**config.mk**
```make
export PLATFORM = sky130hd
export DESIGN_NAME = boardMonitor
export DESIGN_NICKNAME = d
export VERILOG_FILES = /design/src/source/monitorPkg.sv /design/src/source/dispLinkIf.sv /design/src/source/inputSampler.sv /design/src/source/displaySource.sv /design/src/source/digitScanner.sv /design/src/source/boardMonitor.sv
export VERILOG_INCLUDE_DIRS = /design/src /design/src/source
export SDC_FILE = /design/constraint.sdc
export NUM_CORES = 1
export LEC_CHECK = 0
export ABC_AREA = 1
export BUFFER_PORTS_ARGS = -buffer_cell sky130_fd_sc_hd__buf_4
export CELL_PAD_IN_SITES_DETAIL_PLACEMENT = 0
export CELL_PAD_IN_SITES_GLOBAL_PLACEMENT = 1
export CORE_MARGIN = 2
export CORE_UTILIZATION = 25
export CTS_CLUSTER_SIZE = 20
export DETAILED_ROUTE_END_ITERATION = 6
export PLACE_DENSITY_LB_ADDON = 0.15
export SLEW_MARGIN = 15
export SYNTH_ARGS = -nofsm -noshare
export SYNTH_HDL_FRONTEND = slang
export SYNTH_HIERARCHICAL = 1
export SYNTH_SLANG_ARGS = --single-unit
```
**constraint.sdc**
```tcl
create_clock -name selected_clk -period 4.2 [get_ports selected_clk]
set_input_delay 0.84 -clock selected_clk [delete_from_list [all_inputs] [get_ports selected_clk]]
set_output_delay 0.84 -clock selected_clk [all_outputs]
set_load 0.05 [all_outputs]
```
**src/source/monitor_defs.svh**
```systemverilog
`ifndef MONITOR_DEFS_SVH
`define MONITOR_DEFS_SVH

// clock cycles between two input samples.
`define SAMPLE_DIV 16

// clock cycles each digit stays lit.
`define SCAN_DIV 4

// number of display digits.
`define DIGITS 8

// scanner buffer depth, also the sender's start credit.
`define CREDITS 2

`endif

```
**src/source/monitorPkg.sv**
```systemverilog
`include "monitor_defs.svh"

package monitorPkg;

   // display word, written whole by the source stage and read per nibble by the scanner.
   typedef union packed
   {
      logic [31:0] value;
      logic [`DIGITS-1:0][3:0] digit;   // digit[0] is the least significant nibble.
   } dispWord_u;

   // one of sixteen display sources.
   typedef logic [3:0] srcSel_t;

   // active low, dp in bit 7, segment a in bit 0.
   typedef logic [7:0] segPattern_t;

endpackage

```
**src/source/dispLinkIf.sv**
```systemverilog
`timescale 1ns/10ps

interface dispLinkIf import monitorPkg::*; ();

   logic valid;        // word offered this cycle.
   dispWord_u word;
   logic credit;       // one buffer slot freed.

   modport sender
   (
      output valid,
      output word,
      input credit
   );

   modport receiver
   (
      input valid,
      input word,
      output credit
   );

endinterface

```
**src/source/inputSampler.sv**
```systemverilog
`timescale 1ns/10ps

`include "monitor_defs.svh"

module inputSampler import monitorPkg::*;
(
   input logic selected_clk,
   input logic res,
   input logic [15:0] sw,
   input logic btnC,
   input logic btnU,
   input logic btnD,
   input logic btnL,
   input logic btnR,
   output srcSel_t displaySel,
   output logic [3:0] testOutSelect,
   output logic [3:0] testRegSelect,
   output logic [31:0] portI,
   output logic [31:0] portJ
);

   localparam int divWidth = (`SAMPLE_DIV > 1) ? $clog2(`SAMPLE_DIV) : 1;

   logic [divWidth-1:0] divCount;
   logic sampleTick;
   logic [15:0] swSample;
   logic [4:0] btnSample;      // L, R, U, D, C from the top down.

   // slow sample tick, one cycle wide.
   always_ff @(posedge selected_clk or posedge res)
   begin
      if (res)
      begin
         divCount <= '0;
         sampleTick <= 1'b0;
      end
      else
      begin
         if (divCount == divWidth'(`SAMPLE_DIV - 1))
            divCount <= '0;
         else
            divCount <= divCount + 1'b1;
         sampleTick <= (divCount == divWidth'(`SAMPLE_DIV - 1));
      end
   end

   // switches and buttons are taken together so no select changes alone.
   always_ff @(posedge selected_clk or posedge res)
   begin
      if (res)
      begin
         swSample <= '0;
         btnSample <= '0;
      end
      else if (sampleTick)
      begin
         swSample <= sw;
         btnSample <= {btnL, btnR, btnU, btnD, btnC};
      end
   end

   assign displaySel = srcSel_t'(swSample[11:8]);
   assign testOutSelect = swSample[7:4];
   assign testRegSelect = swSample[3:0];
   assign portI = {27'd0, btnSample};
   assign portJ = {16'd0, swSample};

   tickIsPulse: assert property (@(posedge selected_clk) disable iff (res)
      sampleTick |=> !sampleTick);

endmodule

```
**src/source/displaySource.sv**
```systemverilog
`timescale 1ns/10ps

`include "monitor_defs.svh"

module displaySource import monitorPkg::*;
(
   input logic selected_clk,
   input logic res,
   input srcSel_t displaySel,
   input logic [31:0] portA,
   input logic [31:0] portB,
   input logic [31:0] portC,
   input logic [31:0] portD,
   input logic [31:0] arr,
   input logic [31:0] tmr,
   input logic [31:0] ctr,
   input logic [31:0] testOut,
   input logic [31:0] testReg,
   input logic [31:0] portI,
   input logic [31:0] portJ,
   input logic [31:0] irqs,
   input logic [31:0] mdi,
   input logic [31:0] mdo,
   input logic [31:0] addr,
   dispLinkIf.sender link
);

   localparam int creditWidth = $clog2(`CREDITS + 1);

   logic [31:0] clkTest;
   logic [31:0] selWord;
   logic [creditWidth-1:0] creditCount;
   logic sendNext;

   always_ff @(posedge selected_clk or posedge res)
   begin
      if (res)
         clkTest <= '0;
      else
         clkTest <= clkTest + 1'b1;   // free running test count.
   end

   always_comb
   begin
      unique case (displaySel)
         4'd0: selWord = portA;
         4'd1: selWord = portB;
         4'd2: selWord = portC;
         4'd3: selWord = portD;
         4'd4: selWord = clkTest;
         4'd5: selWord = arr;
         4'd6: selWord = tmr;
         4'd7: selWord = ctr;
         4'd8: selWord = testOut;
         4'd9: selWord = testReg;
         4'd10: selWord = portI;
         4'd11: selWord = portJ;
         4'd12: selWord = irqs;
         4'd13: selWord = mdi;
         4'd14: selWord = mdo;
         4'd15: selWord = addr;
      endcase
   end

   // a held credit is spent on the next edge.
   assign sendNext = (creditCount != '0);

   always_ff @(posedge selected_clk or posedge res)
   begin
      if (res)
      begin
         creditCount <= creditWidth'(`CREDITS);
         link.valid <= 1'b0;
      end
      else
      begin
         creditCount <= creditCount - creditWidth'(sendNext) + creditWidth'(link.credit);
         link.valid <= sendNext;
      end
   end

   always_ff @(posedge selected_clk)
   begin
      link.word.value <= selWord;
   end

   // receiver returns no more credits than it got words.
   creditBound: assert property (@(posedge selected_clk) disable iff (res)
      creditCount <= creditWidth'(`CREDITS));

   noSendAtZero: assert property (@(posedge selected_clk) disable iff (res)
      link.valid |-> $past(creditCount) != '0);

endmodule

```
**src/source/digitScanner.sv**
```systemverilog
`timescale 1ns/10ps

`include "monitor_defs.svh"

module digitScanner import monitorPkg::*;
(
   input logic selected_clk,
   input logic res,
   dispLinkIf.receiver link,
   output segPattern_t seg,
   output logic [`DIGITS-1:0] an
);

   localparam int ptrWidth = (`CREDITS > 1) ? $clog2(`CREDITS) : 1;
   localparam int fillWidth = $clog2(`CREDITS + 1);
   localparam int scanWidth = (`SCAN_DIV > 1) ? $clog2(`SCAN_DIV) : 1;
   localparam int digitWidth = $clog2(`DIGITS);

   dispWord_u wordBuf [`CREDITS];
   logic [ptrWidth-1:0] wrPtr;
   logic [ptrWidth-1:0] rdPtr;
   logic [fillWidth-1:0] fillCount;
   logic [scanWidth-1:0] scanCount;
   logic [digitWidth-1:0] digitIdx;
   logic frameEnd;
   logic pop;
   logic started;
   dispWord_u curWord;

   // active low 7-segment code, bit 0 is segment a.
   function automatic logic [6:0] hexToSeg(input logic [3:0] nibble);
      logic [6:0] pattern;
      case (nibble)
         4'h0: pattern = 7'h40;
         4'h1: pattern = 7'h79;
         4'h2: pattern = 7'h24;
         4'h3: pattern = 7'h30;
         4'h4: pattern = 7'h19;
         4'h5: pattern = 7'h12;
         4'h6: pattern = 7'h02;
         4'h7: pattern = 7'h78;
         4'h8: pattern = 7'h00;
         4'h9: pattern = 7'h10;
         4'hA: pattern = 7'h08;
         4'hB: pattern = 7'h03;
         4'hC: pattern = 7'h46;
         4'hD: pattern = 7'h21;
         4'hE: pattern = 7'h06;
         default: pattern = 7'h0E;
      endcase
      return pattern;
   endfunction

   assign frameEnd = (scanCount == scanWidth'(`SCAN_DIV - 1))
                  && (digitIdx == digitWidth'(`DIGITS - 1));
   assign pop = frameEnd && (fillCount != '0);

   // digit and frame timing.
   always_ff @(posedge selected_clk or posedge res)
   begin
      if (res)
      begin
         scanCount <= '0;
         digitIdx <= '0;
         started <= 1'b0;
      end
      else
      begin
         if (scanCount == scanWidth'(`SCAN_DIV - 1))
         begin
            scanCount <= '0;
            digitIdx <= frameEnd ? '0 : digitIdx + 1'b1;
         end
         else
            scanCount <= scanCount + 1'b1;
         if (frameEnd)
            started <= 1'b1;
      end
   end

   // buffer pointers and credit return.
   always_ff @(posedge selected_clk or posedge res)
   begin
      if (res)
      begin
         wrPtr <= '0;
         rdPtr <= '0;
         fillCount <= '0;
         curWord <= '0;
         link.credit <= 1'b0;
      end
      else
      begin
         if (link.valid)
            wrPtr <= (wrPtr == ptrWidth'(`CREDITS - 1)) ? '0 : wrPtr + 1'b1;
         if (pop)
         begin
            rdPtr <= (rdPtr == ptrWidth'(`CREDITS - 1)) ? '0 : rdPtr + 1'b1;
            curWord <= wordBuf[rdPtr];
         end
         fillCount <= fillCount + fillWidth'(link.valid) - fillWidth'(pop);
         link.credit <= pop;
      end
   end

   always_ff @(posedge selected_clk)
   begin
      if (link.valid)
         wordBuf[wrPtr] <= link.word;
   end

   assign an = started ? ~({{(`DIGITS-1){1'b0}}, 1'b1} << digitIdx) : '1;
   assign seg = started ? {1'b1, hexToSeg(curWord.digit[digitIdx])} : '1;   // dp off.

   // the sender's credits must keep it from overrunning the buffer.
   noWriteWhenFull: assert property (@(posedge selected_clk) disable iff (res)
      link.valid |-> fillCount < fillWidth'(`CREDITS));

   oneDigitLit: assert property (@(posedge selected_clk) disable iff (res)
      started |-> $onehot(~an));

endmodule

```
**src/source/boardMonitor.sv**
```systemverilog
`timescale 1ns/10ps

module boardMonitor import monitorPkg::*;
(
   input logic selected_clk,
   input logic res,
   input logic [15:0] sw,
   input logic btnC,
   input logic btnU,
   input logic btnD,
   input logic btnL,
   input logic btnR,
   input logic [31:0] portA,
   input logic [31:0] portB,
   input logic [31:0] portC,
   input logic [31:0] portD,
   input logic [31:0] arr,
   input logic [31:0] tmr,
   input logic [31:0] ctr,
   input logic [31:0] testOut,
   input logic [31:0] testReg,
   input logic [31:0] irqs,
   input logic [31:0] mdi,
   input logic [31:0] mdo,
   input logic [31:0] addr,
   output logic [31:0] portI,
   output logic [31:0] portJ,
   output logic [3:0] testOutSelect,
   output logic [3:0] testRegSelect,
   output logic [15:0] leds,
   output segPattern_t seg,
   output logic [7:0] an
);

   srcSel_t displaySel;

   dispLinkIf dispLink ();

   inputSampler sampler
   (
      .selected_clk(selected_clk),
      .res(res),
      .sw(sw),
      .btnC(btnC),
      .btnU(btnU),
      .btnD(btnD),
      .btnL(btnL),
      .btnR(btnR),
      .displaySel(displaySel),
      .testOutSelect(testOutSelect),
      .testRegSelect(testRegSelect),
      .portI(portI),
      .portJ(portJ)
   );

   displaySource source
   (
      .selected_clk(selected_clk),
      .res(res),
      .displaySel(displaySel),
      .portA(portA),
      .portB(portB),
      .portC(portC),
      .portD(portD),
      .arr(arr),
      .tmr(tmr),
      .ctr(ctr),
      .testOut(testOut),
      .testReg(testReg),
      .portI(portI),
      .portJ(portJ),
      .irqs(irqs),
      .mdi(mdi),
      .mdo(mdo),
      .addr(addr),
      .link(dispLink.sender)
   );

   digitScanner scanner
   (
      .selected_clk(selected_clk),
      .res(res),
      .link(dispLink.receiver),
      .seg(seg),
      .an(an)
   );

   assign leds = portB[15:0];   // low half of port B.

endmodule

```
Yosys cells after proc, flatten, opt, wreduce, memory -nomap -nowiden
Memory sizes are Yosys's and may differ from the RTL's. A register that Yosys moved wholly into a read port is not among the register bits.
Index checks and enable logic that the tools add are counted.
{"block": "totals", "wordCells": 65, "ram_bits": 64, "out_inout_bits": 104, "mem_bits_ro": 112, "ff_bits": 104, "mem_count": 2, "latch_bits": 0}
{"memory": "(name not given)", "words": 16, "word_bits": 7, "read_ports": 1, "rd_ports_with_merged_regs": 0, "wr": 0, "line_no": "digitScanner.sv:33", "source": "case (nibble)"}
{"memory": "scanner.wordBuf", "words": 2, "word_bits": 32, "read_ports": 1, "rd_ports_with_merged_regs": 1, "wr": 1, "line_no": "digitScanner.sv:19", "source": "dispWord_u wordBuf [`CREDITS];"}
{"block": "op_classes", "n_eq_ne": 18, "order_cmp": 1, "bitwise": 1, "n_addsub": 10, "n_mul": 0, "shifts": 1, "n_reduce_logical": 5, "div_mod_pow": 0, "muxes": 12}
{"op": "$pmux 32 s16", "count": 1}
{"op": "$eq 4x4->1 const B", "count": 9}
{"op": "$add 32x1->32 const B", "count": 1}
{"op": "$eq 4x3->1 const B", "count": 4}
{"op": "$bmux 4 s3", "count": 1}
{"op": "$eq 4x2->1 const B", "count": 2}
{"op": "$mux 4", "count": 2}
{"op": "$mux 8", "count": 1}
{"op": "$not 8->8", "count": 1}
{"op": "$shl 1x3->8 const A", "count": 1}
{"op": "$mux 7", "count": 1}
{"op": "$add 2x1->2", "count": 2}
{"op": "$add 4x1->4 const B", "count": 1}
{"op": "$eq 4x1->1 const B", "count": 1}
{"op": "$logic_not 4->1", "count": 1}
{"op": "$lt 3x4->1 const B", "count": 1}
{"op": "$mux 1", "count": 4}
{"op": "$reduce_bool 2->1", "count": 2}
{"op": "$sub 2x1->2", "count": 2}
{"op": "$add 3x1->3 const B", "count": 1}
{"op": "$eq 3x3->1 const B", "count": 1}
{"op": "$mux 3", "count": 1}
{"op": "$add 1x1->1 const B", "count": 2}
{"op": "$add 2x1->2 const B", "count": 1}
{"op": "other kinds (3)", "count": 4}

Logic depth before layout (Yosys ltp)
Gate-level depths: netlist of run 1.
{"block": "logic_depth", "ltp_word": 4, "mapped_depth": 13}

Cells and area by module
Netlist of run 1, hierarchy kept.
{"mod": "displaySource", "area_per_inst_um2": 7245.7, "cells_per_inst": 1388, "instances": 1}
{"mod": "digitScanner", "area_per_inst_um2": 4719.5, "cells_per_inst": 448, "instances": 1}
{"mod": "inputSampler", "area_per_inst_um2": 1418.9, "cells_per_inst": 163, "instances": 1}
{"mod": "boardMonitor", "area_per_inst_um2": 120.1, "cells_per_inst": 16, "instances": 1}

Least setup slack after synthesis of run 1
No wires, ideal clock.
{"block": "synth_timing", "path_type": "reg2out", "startpoint": "reg scanner.digitIdx[0]", "endpoint": "out seg[2]", "path_stages_with_launch": 11, "path_slack_ns": 1.195, "arrival_time_ns": 2.165, "n_path_buf": 2, "path_cell_list": "dfrtp_1 -> buf_6 -> buf_8 -> nand2_1 -> nand3_1 -> nand3_1 -> nand2_2 -> ha_1 -> inv_1 -> nand3_1 -> o211ai_1"}
{"block": "synth_via", "elab_chain_cells": 4}
{"item": "start, declared", "line_no": "digitScanner.sv:24", "source": "logic [digitWidth-1:0] digitIdx;"}
{"item": "start signal, assigned", "line_no": "digitScanner.sv:72", "source": "digitIdx <= frameEnd ? '0 : digitIdx + 1'b1;"}
{"item": "$bmux 4 s3", "line_no": "digitScanner.sv:113", "source": "assign seg = started ? {1'b1, hexToSeg(curWord.digit[digitIdx])} : '1;"}
{"item": "$mux 4 (not written as such)", "line_no": "digitScanner.sv:113"}
{"item": "$mem_v2 16x7"}
{"item": "$mux 7", "line_no": "digitScanner.sv:113"}
{"item": "end, declared", "line_no": "boardMonitor.sv:31", "source": "output segPattern_t seg,"}
No other way between the ends. The select of a mux whose other input is x is not followed.

Worst setup path after layout of run 1
{"block": "layout_timing", "startpoint": "reg scanner.digitIdx[0]", "endpoint": "out seg[5]"}
The elaborated chain is that of the path after synthesis.

==> results of run 1 <==
-- critical path, cell delays in order (launching register included) --
cell and delay (ps):
dfrtp_1 360, buf_4 200, inv_2 260, nand2_1 90
nand3_1 80, nand3_1 110, nand2_2 160, inv_1 100
ha_1 220, nand3_1 130, nand2_1 70, nand2_1 60
nand3_1 60, buf_4 210
-- flip-flops by register name, summed over array words and instances (netlist names), 2 cells and up --
register,count
sampler/btnSample,5
source/clkTest,32
scanner/fillCount,2
source/creditCount,2
source/link.word,32
sampler/swSample,16
scanner/scanCount,2
sampler/divCount,4
scanner/curWord,32
scanner/wordBuf,64
scanner/digitIdx,3
-- metrics by stage --
step                power (µW)  std cells   util
finish                    4850       3151  0.341
global placement          3190       3111  0.329
detailed placement        3190       3111  0.329
CTS                       4900       3143  0.340
global route              5050       3151  0.341
floorplan                 2640       2057      -
-- cell type report --
| cell class | instances | area share |
|---|---|---|
| antenna | 8 | 0.00110 |
| clock buffer | 18 | 0.0240 |
| clock inverter | 14 | 0.00856 |
| inverter | 195 | 0.0403 |
| multi-input combinational | 1476 | 0.369 |
| sequential | 200 | 0.283 |
| tap | 696 | 0.0477 |
| timing repair buffer | 544 | 0.227 |
-- where the power goes --
part | internal [µW] | switching, µW
logic | 396 | 606
clock network | 862 | 844
registers | 2090 | 59.1
total | 3340 | 1510
-- cell families (layout without fill, tap and decap cells) --
group	Yosys count	in the layout
flops	200	200
simple gates	1330	1330
compound gates	58	58
xor+xnor	26	26
other cells	2	52
buf+inv	381	771
fa+ha+maj	18	18
-- path summary, 6_finish.rpt --
kind	start	endpoint	slack, ps	cells past startpoint
setup / recovery	scanner/digitIdx[0]	seg[5]	800	13
hold / removal	res	sampler/divCount[1]	430	2
setup reg to reg	sampler/swSample[9]	source/link.word[16]	1420	8
hold reg to reg	source/link.word[1]	scanner/wordBuf[0][1]	430	0
max in group asynchronous	res	sampler/swSample[6]	3120	3
min in group selected_clk	source/link.word[1]	scanner/wordBuf[0][1]	430	0
-- metal layers --
layer	routed length [µm]	up-vias	GRT usage
met2	32700	429	0.405
li1	-	7172	-
met4	1650	2	0.0756
met5	17	-	0
met3	4000	73	0.0557
met1	30500	6783	0.313
-- cell usage in the layout (no fill, tap or decap), types with 5 or more instances in the layout --
cell / instances
nand2_1: 640
buf_4: 539
nand3_1: 467
inv_1: 188
nor2_1: 175
dfrtp_1: 103
edfxtp_1: 64
conb_1: 44
a31oi_1: 32
dfxtp_1: 32
o21ai_0: 21
xor2_1: 18
ha_1: 18
clkbuf_16: 17
nor3_1: 10
diode_2: 8
xnor2_1: 8
nor2_4: 7
nand3b_1: 6
inv_6: 5
nand3_2: 5
nor2_2: 5
buf_12: 5
==> flow_summary.yaml, run 1 <==
status:
  status: "finished, final reports clean"
floorplan:
  die_w_um: 236
  io_pins: 543
  initial_utilization: 0.252
  die-area_um2: 55900
  coreArea_um2: 53600
  row_count: 85
  die_h_um: 236
global_route:
  first_global_vias: 14800
  grt_max_degree: 67
  antenna_found_initial: 9
  grt_usage: 0.244
  overflow: 0
  grt_pass1_wl_um: 98800
detailed_routing:
  drt_iter0_markers: 980
  drc: 0
  vias: 14500
  detail_route.wl_per_cell_um: 21.9
  first_pass_iters: 6
  vias_per_cell: 4.59
  drtAntennaViolNets: 0
  totalWireLength_um: 68900
finish:
  multi_input_area_um2: 6730
  syn_to_final_growth_pct: 35.3
  fillCellCount: 6027
  nNetsFinal: 2891
  final_cell_area_um2: 18300
  drive_gt1_frac: 0.249
  ff_latch_area_um2: 5170
cts:
  cts_max_level: 4
  cts_buffer_depth: 2
  cts_tree: "yes"
  cts.reportedPaths.clkPinSlew_ps: 80
  ctsHoldBuffers: 0
  cts_buffers: 17
  post_cts_buffers: 0
  cts.sinks: 200
  clock_latency_ps: 450
  cts-resized-gates: 0
  cts_root_buf: "clkbuf_16"
synthesis:
  synth-seq-cells: 200
  synth_top_area_share: 0.191
  syn_area_per_cell_um2: 6.70
  synth_cell_types: 35
  synth-compound-area-share: 0.0247
  yosysTopAreaCell: "dfrtp_1"
  synth_xor_area_frac: 0.0169
  yosys.area_share.simple: 0.424
  synthTopCellsByArea: "dfrtp_1 19%, nand2_1 18%, nand3_1 17%, edfxtp_1 14%, inv_1 5.3%"
  ys_seq_area_frac: 0.383
  synth-main-ff-cell: "dfrtp_1"
  synth_async_sr_flop_share: 0.520
  netlist_area_um2: 13500
  synthCells: 2015
  synth_common_cells: "640 x nand2_1, 467 x nand3_1, 189 x inv_1"
  yosysWarnings: 6
  synthAdderAreaFrac: 0.0167
  muxShareOfSynthArea: 0
  yosysMostFrequentCell: "nand2_1"
  synth-edff-count: 64
  synth_top_family_by_area: "simple AND/OR/NAND/NOR gates"
worst_setup_path:
  crit_fanout: 22
  required_ps: 3360
  path_class: "flop to primary output"
  worst_setup_path_start_kind: "flop"
  worstPathArrival_ps: 2560
  crit_path_end_kind: "primary output"
place:
  numPortBuffers: 498
  dp_slack_ps: 1270
  place_hpwl_um: 56700
  dpl_cell_area_um2: 17700
  gp_congestion: 0.891
sta:
  rsz0062_at_grt: "no"
  finClkSkew_ps: 14.2
  setup_tns_ps: 0
  holdWs_ps: 430
  hold_viol_final: 0
  setup_ws_ps: 797
  drv_slew: 0
  slew_headroom: 0.209
  setup_viol: 0
  fmax_mhz: 294
  fin_crit_sh: 0.810
  tightest_slew_ps: 1190
  period_needed_ps: 3400
power_and_ir_drop:
  vdd_drop_max_uv: 269
  power.leakage_uw: 0.00930
  cellPowerDensity_nw_per_um2: 266
job:
  drv_cap: 0
min_path:
  holdCritPathClass: "input port to async pin"
No activity file was read; power rests on OpenSTA's default activity.
==> inputs of run 2 (changes only) <==
--- a/config.mk
+++ b/config.mk
@@ -6,7 +6,7 @@
 export SDC_FILE = /design/constraint.sdc
 export NUM_CORES = 1
 export LEC_CHECK = 0
-export ABC_AREA = 1
+export ABC_AREA = 0
 export BUFFER_PORTS_ARGS = -buffer_cell sky130_fd_sc_hd__buf_4
 export CELL_PAD_IN_SITES_DETAIL_PLACEMENT = 0
 export CELL_PAD_IN_SITES_GLOBAL_PLACEMENT = 1
==> constraint.sdc (replaced) <==
create_clock -name selected_clk -period 3.2 [get_ports selected_clk]
set_input_delay 0.64 -clock selected_clk [delete_from_list [all_inputs] [get_ports selected_clk]]
set_output_delay 0.64 -clock selected_clk [all_outputs]
set_load 0.05 [all_outputs]
==> run 2 against run 1 <==
  * Core utilization up 1.5 points
  * Design area down 2.8%
  * Via count down 13%
  * Flip-flop and latch count unchanged
  * Largest power group unchanged
==> flow_summary.yaml, run 2 <==
sta:
  fin_crit_sh: 0.983
  drv_slew: 0
  finClkSkew_ps: 14.3
  slew_headroom: 0.439
  setup_viol: 0
  period_needed_ps: 3150
  tightest_slew_ps: 840
  rsz0062_at_grt: "yes"
  hold_viol_final: 0
  fmax_mhz: 318
worst_setup_path:
  r2r_setup_slack_ps: 340
  required_ps: 2560
  worst_setup_path_start_kind: "flop"
  path_class: "flop to primary output"
  crit_path_end_kind: "primary output"
  crit_fanout: 4
  worstPathArrival_ps: 2510
synthesis:
  synth-seq-cells: 200
  ys_seq_area_frac: 0.409
  synth_top_area_share: 0.204
  syn_area_per_cell_um2: 10.1
  netlist_area_um2: 12600
  synth-main-ff-cell: "dfrtp_1"
  yosysMostFrequentCell: "nand2_1"
  synth_async_sr_flop_share: 0.520
  yosysWarnings: 6
  synth_common_cells: "105 x nand2_1, 103 x dfrtp_1, 101 x mux2i_1"
  yosysTopAreaCell: "dfrtp_1"
  synthCells: 1248
  synthTopCellsByArea: "dfrtp_1 20%, edfxtp_1 15%, mux2i_1 8.0%, buf_4 5.2%, dfxtp_1 5.1%"
  synth_cell_types: 74
  synth-edff-count: 64
detailed_routing:
  vias_per_cell: 5.22
  drtAntennaViolNets: 0
  detail_route.wl_per_cell_um: 31.8
  drc: 0
  vias: 12600
  drt_iter0_markers: 1133
  totalWireLength_um: 77000
  first_pass_iters: 6
job:
  drv_cap: 0
floorplan:
  initial_utilization: 0.253
  coreArea_um2: 50000
  die-area_um2: 52300
  die_h_um: 229
  row_count: 82
  die_w_um: 229
  io_pins: 543
status:
  status: "finished, final reports clean"
cts:
  cts_root_buf: "clkbuf_16"
  cts.reportedPaths.clkPinSlew_ps: 80
  cts_buffer_depth: 2
  ctsHoldBuffers: 0
  cts_max_level: 4
  clock_latency_ps: 450
  cts_tree: "yes"
  cts_buffers: 17
  cts.sinks: 200
finish:
  drive_gt1_frac: 0.401
  nNetsFinal: 2185
  regMostFlops: "scanner/wordBuf"
  layout_commonest_cell: "buf_4"
  largest_reg_flops: 64
  syn_to_final_growth_pct: 40.7
  layout_common_cells: "568 x buf_4, 105 x nand2_1, 101 x mux2i_1"
  fin_cells: 2421
global_route:
  antenna_found_initial: 13
  grt_max_degree: 66
  overflow: 0
  first_global_vias: 12900
  grt_pass1_wl_um: 104000
  grt_usage: 0.286
power_and_ir_drop:
  cellPowerDensity_nw_per_um2: 387
  power_uw: 6870
  vdd_drop_max_uv: 350
  power.leakage_uw: 0.00776
min_path:
  holdCritPathClass: "input port to async pin"
place:
  gp_congestion: 0.965
  numPortBuffers: 498
  dp.cells: 2374
  place_hpwl_um: 62700
==> run 2: worst max-delay path, stage by stage (launching register included) <==
cell and delay (ps):
dfrtp_2 420, mux4_2 540, mux2i_4 190, inv_2 90
ha_4 180, mux2_2 260, o22a_1 210, buf_6 160
==> run 2: layout make-up <==
class                   count  area [µm²]
flip-flops and latches    200        5180
well taps                 672         841
diodes                      8        20.0
fillers                  5226       32200
multi-input cells         900        6490
inverters                  27         105
clock buffers              18         450
clock inverters            14         200
repair buffers            582        4470
==> run 2: final timing paths <==
| check | cells past startpoint | startpoint | to |
|---|---|---|---|
| setup / recovery | 7 | scanner/digitIdx[2] | seg[0] |
| hold / removal | 3 | res | scanner/curWord[16] |
| setup reg to reg | 6 | sampler/swSample[11] | source/link.word[24] |
| hold reg to reg | 0 | source/link.word[27] | scanner/wordBuf[1][27] |
| max in group asynchronous | 3 | res | sampler/sampleTick |
| min in group selected_clk | 2 | sw[0] | sampler/swSample[0] |
==> run 2: routing by layer <==
metal	vias up	part of all wire	routed length [µm]	GRT usage
li1	5586	-	-	-
met1	6315	0.42	32300	0.368
met2	622	0.49	37600	0.485
met3	99	0.063	4870	0.0515
met4	6	0.029	2260	0.0923
met5	-	0.00042	32	0
==> run 2: what timing repair did <==
action	CTS	global route
endpoints found under the setup margin	7	7
buffers inserted	6	1
gates resized for setup	9	15
pin swaps	1	1
==> run 2: through the flow <==
step	hold WS [ps]	area (µm²)	setup slack [ps]	setup TNS [ps]	utilization
3_5_place_dp	416	17000	185	0	0.339
5_1_grt	379	17800	-24.8	-55.4	0.355
2_1_floorplan	403	12800	117	0	-
6_report	345	17800	53.7	0	0.356
4_1_cts	358	17700	-20.8	-20.8	0.353
3_3_place_gp	409	17000	192	0	0.339
==> run 2: cell families (layout without fill, tap and decap cells) <==
logic type | after synthesis | count (layout) | share of synthesized area
adder cells (fa/ha/maj) | 18 | 18 | 0.0178
buffers and inverters | 190 | 641 | 0.0948
AO/OA/AOI/OAI | 358 | 358 | 0.203
flip-flops | 200 | 200 | 0.409
AND/OR/NAND/NOR | 292 | 292 | 0.107
other | 2 | 52 | 0.000595
XOR/XNOR | 36 | 36 | 0.0250
multiplexers | 152 | 152 | 0.143
==> run 2: where the power goes <==
group	total, µW	internal [µW]	switching (µW)	leakage [µW]
combinational	1610	677	937	0.00524
clock	2410	1260	1160	0.000318
sequential	2840	2730	113	0.00221
